File: config.mk
export PLATFORM = sky130hd
export DESIGN_NAME = mips_exec_top
export DESIGN_NICKNAME = d
export VERILOG_FILES = /design/src/hw/mips_isa_pkg.sv /design/src/hw/mips_exec_pkg.sv /design/src/hw/mips_exec_top.sv /design/src/hw/exec_wb_slave.sv /design/src/hw/reg_file.sv /design/src/hw/alu_decoder.sv /design/src/hw/alu.sv
export VERILOG_INCLUDE_DIRS = /design/src /design/src/include
export SDC_FILE = /design/constraint.sdc
export NUM_CORES = 2
export LEC_CHECK = 0
export BUFFER_PORTS_ARGS = -buffer_cell sky130_fd_sc_hd__buf_4
export CAP_MARGIN = 15
export CORE_ASPECT_RATIO = 1.5
export CORE_MARGIN = 2
export CORE_UTILIZATION = 58
export DETAILED_ROUTE_END_ITERATION = 8
export GPL_TIMING_DRIVEN = 1
export PLACE_DENSITY = 0.8
export SLEW_MARGIN = 15
export SYNTH_ARGS = -nofsm -noshare
export SYNTH_HDL_FRONTEND = slang
export SYNTH_HIERARCHICAL = 1
export SYNTH_SLANG_ARGS = --single-unit
File: constraint.sdc
create_clock -name clk -period 5.9 [get_ports clk]
set_input_delay 0.885 -clock clk [delete_from_list [all_inputs] [get_ports clk]]
set_output_delay 0.885 -clock clk [all_outputs]
set_load 0.02 [all_outputs]
File: src/include/mips_macros.svh
`ifndef MIPS_MACROS_SVH
`define MIPS_MACROS_SVH

// Datapath sizing, fixed by the ISA
`define MIPS_XLEN 32 // Data word width
`define MIPS_NREGS 32 // GPR count, r0 hardwired to zero

// Wishbone slave address map, byte addresses on an 8-bit bus
`define WB_ADDR_W 8 // Slave address width

// Writing an instruction word here executes it
`define WB_ADDR_INSTR 8'h00

// Read-only, branch/movn/illegal flags of the last instruction
`define WB_ADDR_STATUS 8'h04

// GPR window, r0 at 8'h80 up to r31 at 8'hFC
`define WB_REG_BASE 8'h80

`endif
File: src/hw/mips_isa_pkg.sv
`default_nettype none

`include "mips_macros.svh"

package mips_isa_pkg;

	typedef logic [$clog2(`MIPS_NREGS)-1:0] reg_idx_t; // GPR index, rs/rt/rd
	typedef logic [15:0] imm16_t; // I-type immediate field
	typedef logic [31:0] instr_t; // Raw instruction word

	// Primary opcode, instr[31:26]
	typedef enum logic [5:0] {
		OP_SPECIAL = 6'h00, // R-type, decoded by funct
		OP_REGIMM = 6'h01, // Decoded by rt, only BGEZ here
		OP_BEQ = 6'h04,
		OP_BNE = 6'h05,
		OP_ADDI = 6'h08,
		OP_ADDIU = 6'h09,
		OP_SLTI = 6'h0a,
		OP_ANDI = 6'h0c,
		OP_ORI = 6'h0d,
		OP_XORI = 6'h0e,
		OP_LUI = 6'h0f
	} opcode_e;

	// SPECIAL funct field, instr[5:0]
	typedef enum logic [5:0] {
		FN_MOVN = 6'h0b,
		FN_ADD = 6'h20,
		FN_ADDU = 6'h21,
		FN_SUB = 6'h22,
		FN_SUBU = 6'h23,
		FN_AND = 6'h24,
		FN_OR = 6'h25,
		FN_XOR = 6'h26,
		FN_NOR = 6'h27,
		FN_SLT = 6'h2a
	} funct_e;

endpackage

`default_nettype wire

File: src/hw/mips_exec_pkg.sv
`default_nettype none

`include "mips_macros.svh"

package mips_exec_pkg;

	typedef logic [`MIPS_XLEN-1:0] word_t; // GPR / ALU data word

	// ALU operation codes
	typedef enum logic [3:0] {
		ALU_AND = 4'b0000,
		ALU_OR = 4'b0001,
		ALU_ADD = 4'b0010,
		ALU_ADDU = 4'b0011,
		ALU_MOVN = 4'b0100,
		ALU_SUB = 4'b0110, // Also BEQ/BNE compare
		ALU_SUBU = 4'b0111,
		ALU_BGEZ = 4'b1000,
		ALU_SLT = 4'b1001,
		ALU_NOR = 4'b1100,
		ALU_XOR = 4'b1101,
		ALU_ILLEGAL = 4'b1110, // ALU returns deadbeef for it
		ALU_LUI = 4'b1111
	} alu_op_e;

	// Decoder output
	typedef struct packed {
		alu_op_e alu_op;
		logic use_imm; // Operand B from immediate
		logic imm_signed; // Sign-extend vs zero-extend
		mips_isa_pkg::reg_idx_t dest; // rd or rt
		logic reg_write; // GPR write-back wanted
		logic is_branch;
		logic equal; // High for BEQ and low for BNE
	} exec_ctrl_t;

	// Status word with branch_taken in bit 0
	typedef struct packed {
		logic [28:0] reserved;
		logic illegal;
		logic movn_blocked;
		logic branch_taken;
	} exec_status_t;

	typedef enum logic {
		IDLE,
		ACK
	} wb_state_e;

endpackage

`default_nettype wire

File: src/hw/mips_exec_top.sv
`timescale 1ns/100ps
`default_nettype none

`include "mips_macros.svh"

module mips_exec_top (
	input wire clk,
	input wire rst,
	input wire cyc,
	input wire stb,
	input wire we,
	input wire [`WB_ADDR_W-1:0] adr,
	input wire mips_exec_pkg::word_t dat_i,
	input wire [3:0] sel,
	output mips_exec_pkg::word_t dat_o,
	output logic ack
);
	import mips_isa_pkg::*;
	import mips_exec_pkg::*;

	instr_t instr;
	exec_ctrl_t ctrl;
	logic illegal;
	reg_idx_t rt;
	imm16_t imm;
	word_t imm_sext;
	word_t imm_zext;
	word_t rd_a;
	word_t rd_b;
	word_t op_b;
	word_t alu_result;
	logic alu_zero;
	logic movn_ok;
	reg_idx_t rf_ra;
	logic rf_we;
	reg_idx_t rf_wa;
	word_t rf_wd;

	assign rt = instr[20:16];
	assign imm = instr[15:0];
	assign imm_sext = {{(`MIPS_XLEN-16){imm[15]}}, imm}; // ADDI, ADDIU, SLTI
	assign imm_zext = {{(`MIPS_XLEN-16){1'b0}}, imm}; // Logic ops, LUI

	// Operand B select
	assign op_b = !ctrl.use_imm ? rd_b : (ctrl.imm_signed ? imm_sext : imm_zext);

	exec_wb_slave exec_wb_slave_i (
		.clk(clk),
		.rst(rst),
		.cyc(cyc),
		.stb(stb),
		.we(we),
		.adr(adr),
		.dat_i(dat_i),
		.sel(sel),
		.dat_o(dat_o),
		.ack(ack),
		.instr(instr),
		.ctrl(ctrl),
		.illegal(illegal),
		.alu_result(alu_result),
		.alu_zero(alu_zero),
		.movn_ok(movn_ok),
		.rf_ra(rf_ra),
		.rf_rd(rd_a), // Port A shared with window reads
		.rf_we(rf_we),
		.rf_wa(rf_wa),
		.rf_wd(rf_wd)
	);

	alu_decoder alu_decoder_i (
		.instr(instr),
		.ctrl(ctrl),
		.illegal(illegal)
	);

	reg_file reg_file_i (
		.clk(clk),
		.rst(rst),
		.ra_a(rf_ra),
		.ra_b(rt),
		.rd_a(rd_a),
		.rd_b(rd_b),
		.we(rf_we),
		.wa(rf_wa),
		.wd(rf_wd)
	);

	alu alu_i (
		.a(rd_a),
		.b(op_b),
		.operation(ctrl.alu_op),
		.equal(ctrl.equal),
		.result(alu_result),
		.alu_zero(alu_zero),
		.movn_ok(movn_ok)
	);

endmodule

`default_nettype wire

File: src/hw/exec_wb_slave.sv
`timescale 1ns/100ps
`default_nettype none

`include "mips_macros.svh"

module exec_wb_slave (
	input wire clk,
	input wire rst,
	input wire cyc,
	input wire stb,
	input wire we,
	input wire [`WB_ADDR_W-1:0] adr,
	input wire mips_exec_pkg::word_t dat_i,
	input wire [3:0] sel,
	output mips_exec_pkg::word_t dat_o,
	output logic ack,
	output mips_isa_pkg::instr_t instr, // To decoder and operand fetch
	input wire mips_exec_pkg::exec_ctrl_t ctrl,
	input wire illegal,
	input wire mips_exec_pkg::word_t alu_result,
	input wire alu_zero,
	input wire movn_ok,
	output mips_isa_pkg::reg_idx_t rf_ra,
	input wire mips_exec_pkg::word_t rf_rd,
	output logic rf_we,
	output mips_isa_pkg::reg_idx_t rf_wa,
	output mips_exec_pkg::word_t rf_wd
);
	import mips_isa_pkg::*;
	import mips_exec_pkg::*;

	wb_state_e state;
	logic [`WB_ADDR_W-1:0] adr_q; // Request latched in IDLE
	word_t dat_q;
	logic we_q;
	logic sel_full_q; // Byte writes are acked but ignored
	instr_t instr_q;
	exec_status_t status_q;

	logic exec_hit; // Full-word write to the instruction address
	logic win_hit; // Access inside the GPR window
	reg_idx_t win_idx;

	assign exec_hit = we_q && sel_full_q && (adr_q == `WB_ADDR_INSTR);
	assign win_hit = (adr_q >= `WB_REG_BASE) && (adr_q[1:0] == 2'b00);
	assign win_idx = adr_q[2 +: $bits(reg_idx_t)]; // One GPR per word

	assign instr = instr_q;
	assign ack = (state == ACK); // Single-cycle, never stretched

	always_ff @(posedge clk) begin
		if (rst) begin
			state <= IDLE;
			status_q <= '0;
		end else begin
			case (state)
				IDLE: begin
					if (cyc && stb) begin
						state <= ACK;
					end
				end
				ACK: begin
					state <= IDLE; // Master drops stb next cycle
					if (exec_hit) begin // Status only follows instructions
						status_q.branch_taken <= ctrl.is_branch && alu_zero;
						status_q.movn_blocked <= (ctrl.alu_op == ALU_MOVN) && !movn_ok;
						status_q.illegal <= illegal;
					end
				end
				default: state <= IDLE;
			endcase
		end
	end

	// Request capture
	always_ff @(posedge clk) begin
		if (state == IDLE && cyc && stb) begin
			adr_q <= adr;
			dat_q <= dat_i;
			we_q <= we;
			sel_full_q <= (sel == 4'hF);
			if (we && (sel == 4'hF) && (adr == `WB_ADDR_INSTR)) begin
				instr_q <= dat_i; // Decoded during ACK
			end
		end
	end

	// Port A serves rs, or the window index on window reads
	assign rf_ra = win_hit ? win_idx : instr_q[25:21];

	// Single write port, written at the edge that leaves ACK
	always_comb begin
		rf_we = 1'b0;
		rf_wa = ctrl.dest;
		rf_wd = alu_result;
		if (state == ACK) begin
			if (exec_hit) begin
				rf_we = ctrl.reg_write && movn_ok; // MOVN with rt zero blocked
			end else if (win_hit && we_q && sel_full_q) begin
				rf_we = 1'b1;
				rf_wa = win_idx;
				rf_wd = dat_q;
			end
		end
	end

	// Read data valid only while ack is high
	always_comb begin
		dat_o = '0; // Unmapped reads return zero
		if (state == ACK && !we_q) begin
			if (adr_q == `WB_ADDR_STATUS) begin
				dat_o = word_t'(status_q);
			end else if (win_hit) begin
				dat_o = rf_rd;
			end
		end
	end

endmodule

`default_nettype wire

File: src/hw/reg_file.sv
`timescale 1ns/100ps
`default_nettype none

`include "mips_macros.svh"

module reg_file (
	input wire clk,
	input wire rst,
	input wire mips_isa_pkg::reg_idx_t ra_a, // rs or window index
	input wire mips_isa_pkg::reg_idx_t ra_b, // rt
	output mips_exec_pkg::word_t rd_a,
	output mips_exec_pkg::word_t rd_b,
	input wire we,
	input wire mips_isa_pkg::reg_idx_t wa,
	input wire mips_exec_pkg::word_t wd
);
	import mips_exec_pkg::*;

	word_t regs [`MIPS_NREGS];

	always_ff @(posedge clk) begin
		if (rst) begin
			for (int i = 0; i < `MIPS_NREGS; i++) begin
				regs[i] <= '0; // All GPRs read zero after reset
			end
		end else if (we && (wa != '0)) begin // r0 writes dropped
			regs[wa] <= wd;
		end
	end

	// Async reads, r0 stays zero since it is never written
	assign rd_a = regs[ra_a];
	assign rd_b = regs[ra_b];

endmodule

`default_nettype wire

File: src/hw/alu_decoder.sv
`timescale 1ns/100ps
`default_nettype none

module alu_decoder (
	input wire mips_isa_pkg::instr_t instr,
	output mips_exec_pkg::exec_ctrl_t ctrl,
	output logic illegal // Opcode/funct not supported
);
	import mips_isa_pkg::*;
	import mips_exec_pkg::*;

	opcode_e opcode;
	funct_e funct;
	reg_idx_t rt;
	reg_idx_t rd;

	assign opcode = opcode_e'(instr[31:26]);
	assign funct = funct_e'(instr[5:0]);
	assign rt = instr[20:16];
	assign rd = instr[15:11];

	always_comb begin
		ctrl = '0;
		ctrl.alu_op = ALU_ILLEGAL;
		ctrl.dest = rt; // I-type default
		ctrl.reg_write = 1'b1;
		illegal = 1'b0;

		case (opcode)
			OP_SPECIAL: begin
				ctrl.dest = rd; // R-type writes rd
				case (funct)
					FN_AND: ctrl.alu_op = ALU_AND;
					FN_OR: ctrl.alu_op = ALU_OR;
					FN_ADD: ctrl.alu_op = ALU_ADD;
					FN_ADDU: ctrl.alu_op = ALU_ADDU;
					FN_MOVN: ctrl.alu_op = ALU_MOVN; // ALU gates the write
					FN_SUB: ctrl.alu_op = ALU_SUB;
					FN_SUBU: ctrl.alu_op = ALU_SUBU;
					FN_SLT: ctrl.alu_op = ALU_SLT;
					FN_NOR: ctrl.alu_op = ALU_NOR;
					FN_XOR: ctrl.alu_op = ALU_XOR;
					default: illegal = 1'b1;
				endcase
			end

			OP_REGIMM: begin
				if (rt == reg_idx_t'(1)) begin // BGEZ only, no BGEZAL
					ctrl.alu_op = ALU_BGEZ;
					ctrl.is_branch = 1'b1;
					ctrl.reg_write = 1'b0;
				end else begin
					illegal = 1'b1;
				end
			end

			OP_BEQ, OP_BNE: begin
				ctrl.alu_op = ALU_SUB; // Compare through subtract
				ctrl.is_branch = 1'b1;
				ctrl.equal = (opcode == OP_BEQ);
				ctrl.reg_write = 1'b0;
			end

			OP_ADDI, OP_ADDIU, OP_SLTI: begin
				ctrl.use_imm = 1'b1;
				ctrl.imm_signed = 1'b1; // All three sign-extend
				ctrl.alu_op = (opcode == OP_ADDI) ? ALU_ADD :
					(opcode == OP_ADDIU) ? ALU_ADDU : ALU_SLT;
			end

			OP_ANDI: begin
				ctrl.use_imm = 1'b1; // Zero-extended
				ctrl.alu_op = ALU_AND;
			end

			OP_ORI: begin
				ctrl.use_imm = 1'b1;
				ctrl.alu_op = ALU_OR;
			end

			OP_XORI: begin
				ctrl.use_imm = 1'b1;
				ctrl.alu_op = ALU_XOR;
			end

			OP_LUI: begin
				ctrl.use_imm = 1'b1; // ALU shifts it up
				ctrl.alu_op = ALU_LUI;
			end

			default: illegal = 1'b1;
		endcase

		// Unsupported encodings never touch the GPRs
		if (illegal) begin
			ctrl.alu_op = ALU_ILLEGAL;
			ctrl.reg_write = 1'b0;
			ctrl.is_branch = 1'b0;
		end
	end

endmodule

`default_nettype wire

File: src/hw/alu.sv
`timescale 1ns/100ps
`default_nettype none

module alu (
	input wire mips_exec_pkg::word_t a, // rs value
	input wire mips_exec_pkg::word_t b, // rt value or immediate
	input wire mips_exec_pkg::alu_op_e operation,
	input wire equal, // Branch sense for BEQ vs BNE
	output mips_exec_pkg::word_t result,
	output logic alu_zero, // Branch condition met
	output logic movn_ok // Low blocks the MOVN write-back
);
	import mips_exec_pkg::*;

	always_comb begin
		result = '0; // Flag-only ops return zero
		alu_zero = 1'b0;
		movn_ok = 1'b1;

		case (operation)
			ALU_AND: result = a & b;
			ALU_OR: result = a | b;
			ALU_ADD: result = $signed(a) + $signed(b); // Wraps with no overflow trap
			ALU_ADDU: result = a + b;

			ALU_MOVN: begin
				if (b != '0) begin // Non-zero rt moves rs to rd
					result = a;
				end else begin
					movn_ok = 1'b0; // Zero rt leaves rd unchanged
				end
			end

			ALU_SUB: begin // SUB and BEQ/BNE share this code
				result = $signed(a) - $signed(b);
				if (equal) begin
					alu_zero = (a == b); // BEQ
				end else begin
					alu_zero = (a != b); // BNE
				end
			end

			ALU_SUBU: result = a - b;

			ALU_BGEZ: begin
				alu_zero = ($signed(a) >= 0); // Taken when rs non-negative
				result[0] = alu_zero;
			end

			ALU_SLT: result[0] = ($signed(a) < $signed(b)); // Signed compare

			ALU_NOR: result = ~(a | b);
			ALU_XOR: result = a ^ b;
			ALU_LUI: result = b << 16; // Immediate to upper half

			// Unknown and ALU_ILLEGAL land here
			default: result = 32'hdeadbeef;
		endcase
	end

endmodule

`default_nettype wire

# Word-level counts from Yosys, hierarchy flattened
# Memories as Yosys holds them, arrays and structs flattened. A register that Yosys moved wholly into a read port is not among the register bits.
# Cells that the tools add are included.
# totals
in_bits,49
ramBits,1024
memories,1
romBits,0
reg_bits,78
latchBits,0
wordCells,140
output_inout_bits,33
# op_classes
muxes,49
n_eq_ne,36
magnitude_cmp,3
n_shift,0
multipliers,0
n_bitwise,5
div_mod_pow,0
n_reduce_logical,33
n_addsub,4
# memory_table
name,depth,width,rd,rd_clocked_by_memory_dff,wr,line_no,source
reg_file_i.regs,32,32,2,1,32,reg_file.sv:19,word_t regs [`MIPS_NREGS];
# ops
cell,n
31-bit case mux with 11 select lines,1
32-bit 2-to-1 mux,10
32-bit adder,2
32-bit subtractor,2
6-bit == test (second input constant),9
6-bit by 4-bit == test with 1-bit output (second input constant),8
4-bit case mux with 10 select lines,1
5-bit 2-to-1 mux,7
32-bit bitwise AND,1
32-bit == test,1
32-bit by 1-bit >= comparator with 1-bit output (second input constant),1
32-bit < comparator,1
32-bit inequality test,1
32-bit inverter,1
32-bit bitwise OR,1
4-bit case mux with 8 select lines,1
32-bit nonzero test,1
32-bit OR reduction,1
32-bit bitwise XOR,1
4-bit == test (second input constant),6
1-bit 2-to-1 mux,18
8-bit zero test,2
1-bit logical AND,15
4-bit by 3-bit == test with 1-bit output (second input constant),3
other kinds (26),35

# Depth between registers and ports, before layout
# logic_depth
depth_word,17
ltp_mapped,26
mapped_depth_nobuf,22

# Hierarchy
# Netlist, hierarchy kept.
# by_module_without_submodules
mod,seq_area_each_um2,area_each_um2,cells_per_inst,instances
reg_file,30749.5,55918.6,4605,1
alu,0.0,6152.2,938,1
exec_wb_slave,2302.2,3360.7,187,1
alu_decoder,0.0,446.7,63,1
mips_exec_top,0.0,429.2,54,1

# Least setup slack after synthesis
# Ideal clock, no wire load.
# synth_path
kind,input to register
from,input stb
to,"register exec_wb_slave_i.instr_q[0], in the netlist exec_wb_slave_i/instr[0] (enable)"
t_required_ns,5.395
arrival_ns,5.284
setup_ns,0.505
cell_stages,3
setup_slack_ns,0.111
path_cell_list,and3b_1 > nand4_1 > nor4_1
# synth_via
elab_chain_len,2
# synth_rtl
element,line_no,source
start: declaration,mips_exec_top.sv:10,"input wire stb,"
1-bit logical AND,exec_wb_slave.sv:77,if (state == IDLE && cyc && stb) begin
2-bit AND reduction (no source line),-,
end signal: assignment,exec_wb_slave.sv:83,instr_q <= dat_i;
end: declaration,exec_wb_slave.sv:37,instr_t instr_q;
# Every way passes these cells.
# A chain may end at the register's enable or synchronous reset.

==> out/qor.csv <==
metric,value,unit
minimum clock period,6260,ps
1st-iter DRT viols,8580,
clk sinks,1102,
via count,54800,
TritonRoute pass-1 iters,7,
Initial Utilization,58.6,%
WP data required,6380,ps
leakage,33.5,nW
fin worst setup slack,-364,ps
final-report max-slew violation count,0,
Post-synth EDFFs,1098,
DRC errors left,0,
"Reg clk slew, reported paths",70,ps
"Seq/Total Area, Yosys",49.8,%
row count,151,
Worst Setup End Kind,register,
Adder-Cell Fraction of Synth Area,2.19,%
Detail Placement HPWL,159000,µm
DRT Wirelength,248000,µm
number of port buffers,81,
final core utilization,71.2,%
htree depth,3,
Clock Tree Root,clkbuf_16,
GRT overflow,0,
Worst VDD drop,0.000223,V
area grow syn2layout,21.6,%
largest family of logic cells by synthesized area,multiplexers,
Avg WL per Cell,31.2,µm
worst slew pin tran,1010,ps
synthesized cell area,0.0663,mm²
WS Path Type,register to register,
total core area,0.113,mm²
DP Cell Count,7665,
PwrDens,219,mW/mm²
first-pass GRT wire length,350000,µm
"flops & latches, synth",1102,
crit-path max FO,9,
Die ar.,0.117,mm²
Synth Area in XOR/XNOR,0.0793,%
"commonest non-fill, non-tap cell in the layout",edfxtp_1,
number of buffers created by CTS,104,
CP Data Arrival Time,6750,ps
vias per cell,6.88,
endpoints failing hold,0,
Post-Synth Simple-Gate Area,16.2,%
Die Ht,418,µm
Antenna Nets Post-Route,0,
Post-Synthesis Cells,5847,
Fmax achieved,160,MHz
"Setup violations, final",524,
Die W,280,µm
ys async rst share,0,%
clock latency on the worst-skew pair,750,ps
hold-fix buffers at CTS,0,
Syn Area/Cell,11.3,µm²
share of post-route cells with drive strength above 1,23.8,%
clock buffer depth,3,
skew final,34.9,ps
DP Worst Slack,-940,ps
Post-synth top flop,edfxtp_1,
Max Cap Viol,0,
"commonest cells after routing, fill and taps aside","1,098 x edfxtp_1, 1,019 x mux2i_1, 984 x and2_1",
RD Place Congestion,1.07,
Hold Crit Class,input pin to register,
outcome,"finished, violations left",
slew margin rel.,32.5,%
Synth warnings,6,
violated checks,negative setup slack,
vias in the first global route,54200,
nets,6573,
global-route usage over all layers,41.0,%
RSZ-0062 raised after global routing,yes,
Worst Setup Start Kind,register,
compound-cell area share of the yosys netlist,10.2,%
IO Pins,82,
Fill cells,7613,
Finished Layout Cells,7959,
synth unique cells,105,
post-synthesis mux area share,16.8,%
Tcrit/Tclk final,106,%
antenna violations before repair,15,
CTS tree,done,
pin count of the biggest net entering global routing,62,
[through the flow]
| stage | setup TNS [ps] | power [mW] | instance area, µm² | hold slack [ps] |
|---|---|---|---|---|
| floorplan | 0 | 9.86 | 66400 | 448 |
| global placement | -426710 | 10.6 | 73900 | 462 |
| detailed placement | -481660 | 10.6 | 73900 | 467 |
| CTS | -181 | 17.5 | 79600 | 296 |
| global route | -114820 | 18.0 | 80600 | 322 |
| finish | -55960 | 17.6 | 80600 | 320 |
[metal layers]
layer / wire [µm] / vias up / part of all wire (%) / global-route usage, %
met2: 116000 / 4335 / 47 / 67.4
met3: 30400 / 1156 / 12 / 8.69
met1: 81500 / 26600 / 33 / 47.8
met5: 59 / - / 0.024 / 0
met4: 20200 / 8 / 8.1 / 28.5
li1: - / 22600 / - / -
[cells in the mapped netlist (15+ instances only)]
master | n | share of area (%)
a21oi_1 | 278 | 2.1
a221o_1 | 22 | 0.33
ha_1 | 112 | 2.1
mux2_2 | 29 | 0.49
nand3_1 | 217 | 1.6
a221oi_1 | 16 | 0.21
mux2i_1 | 1029 | 16
a22o_1 | 131 | 1.7
buf_6 | 17 | 0.29
edfxtp_1 | 1098 | 50
nor2b_1 | 19 | 0.18
a22oi_1 | 205 | 2.3
o21ai_0 | 77 | 0.58
buf_4 | 73 | 0.83
and2_1 | 1026 | 9.7
nor4_1 | 21 | 0.20
clkbuf_1 | 251 | 1.4
mux2_4 | 33 | 0.75
nand2_1 | 296 | 1.7
inv_1 | 118 | 0.67
nor3_1 | 88 | 0.66
nor2_1 | 111 | 0.63
a211oi_1 | 22 | 0.25
a31oi_1 | 74 | 0.70
nand2b_1 | 18 | 0.17
buf_1 | 27 | 0.15
o211ai_1 | 15 | 0.17
or2_2 | 35 | 0.33
buf_2 | 133 | 1.0
[worst max-delay path, stage by stage, from the launching register on]
cell	delay [ps]
edfxtp_1	430
nor3b_4	250
buf_12	180
buf_4	150
mux2_4	340
buf_4	160
nand2b_4	150
buf_12	160
buf_4	190
a21oi_1	350
a31oi_4	180
nand3_2	150
inv_1	60
ha_2	360
a21oi_2	360
o21ai_4	130
nor4_4	330
a211oi_4	90
a21oi_4	260
buf_6	140
o21bai_4	90
buf_6	120
a221o_1	290
a221o_2	480
mux2_4	390
and2_1	170
[where the power goes]
group          leakage [nW]  internal, mW  total [mW]  switching [mW]
Combinational          20.5         0.734        1.79            1.06
Sequential             11.4          8.85        9.00           0.158
Clock                  1.64          3.73        6.84            3.11
[worst paths after layout]
kind,start,end,slack (ps),cells past startpoint
worst max-delay path,exec_wb_slave_i/adr_q[1],reg_file_i/regs[11][25],-360,25
worst max register to register,exec_wb_slave_i/adr_q[1],reg_file_i/regs[11][25],-360,25
worst min register to register,exec_wb_slave_i/status_q[1],exec_wb_slave_i/status_q[1],480,2
worst min-delay path,dat_i[31],exec_wb_slave_i/dat_q[31],320,1
[cell type report]
cell class / instances / area (µm²) / area share, %
Tap cell: 1453 / 1820 / 2.25
Clock buffer: 120 / 2660 / 3.30
Multi-Input combinational cell: 4161 / 32600 / 40.5
Sequential cell: 1102 / 33100 / 41.0
Antenna cell: 6 / 15.0 / 0.0186
Clock inverter: 76 / 711 / 0.881
Inverter: 118 / 453 / 0.562
Timing Repair Buffer: 923 / 9300 / 11.5
[sequential cells by signal, summed over array words and instances (netlist names)]
register,count
exec_wb_slave_i/status_q,3
exec_wb_slave_i/dat_q,32
exec_wb_slave_i/we_q,1
exec_wb_slave_i/sel_full_q,1
reg_file_i/regs,1024
exec_wb_slave_i/instr,32
exec_wb_slave_i/ack,1
exec_wb_slave_i/adr_q,8
[kinds of logic (layout without fill, tap and decap cells)]
family,count (synthesis),after routing
buffers and inverters,641,1237
other,1,38
DFF,1102,1102
and+or+nand+nor,1915,1917
xor gates and xnor gates,6,6
AOI/OAI and AO/OA,975,975
muxes,1092,1116
adders and majority gates,115,115
[what timing repair did]
action / in CTS / in global routing
gates resized for setup: 291 / 161
gates cloned: 30 / 11
pin swaps: 79 / 51
setup endpoints to repair: 838 / 993
setup buffers: 39 / 17
Note: power is estimated with default switching activity, not from simulation.
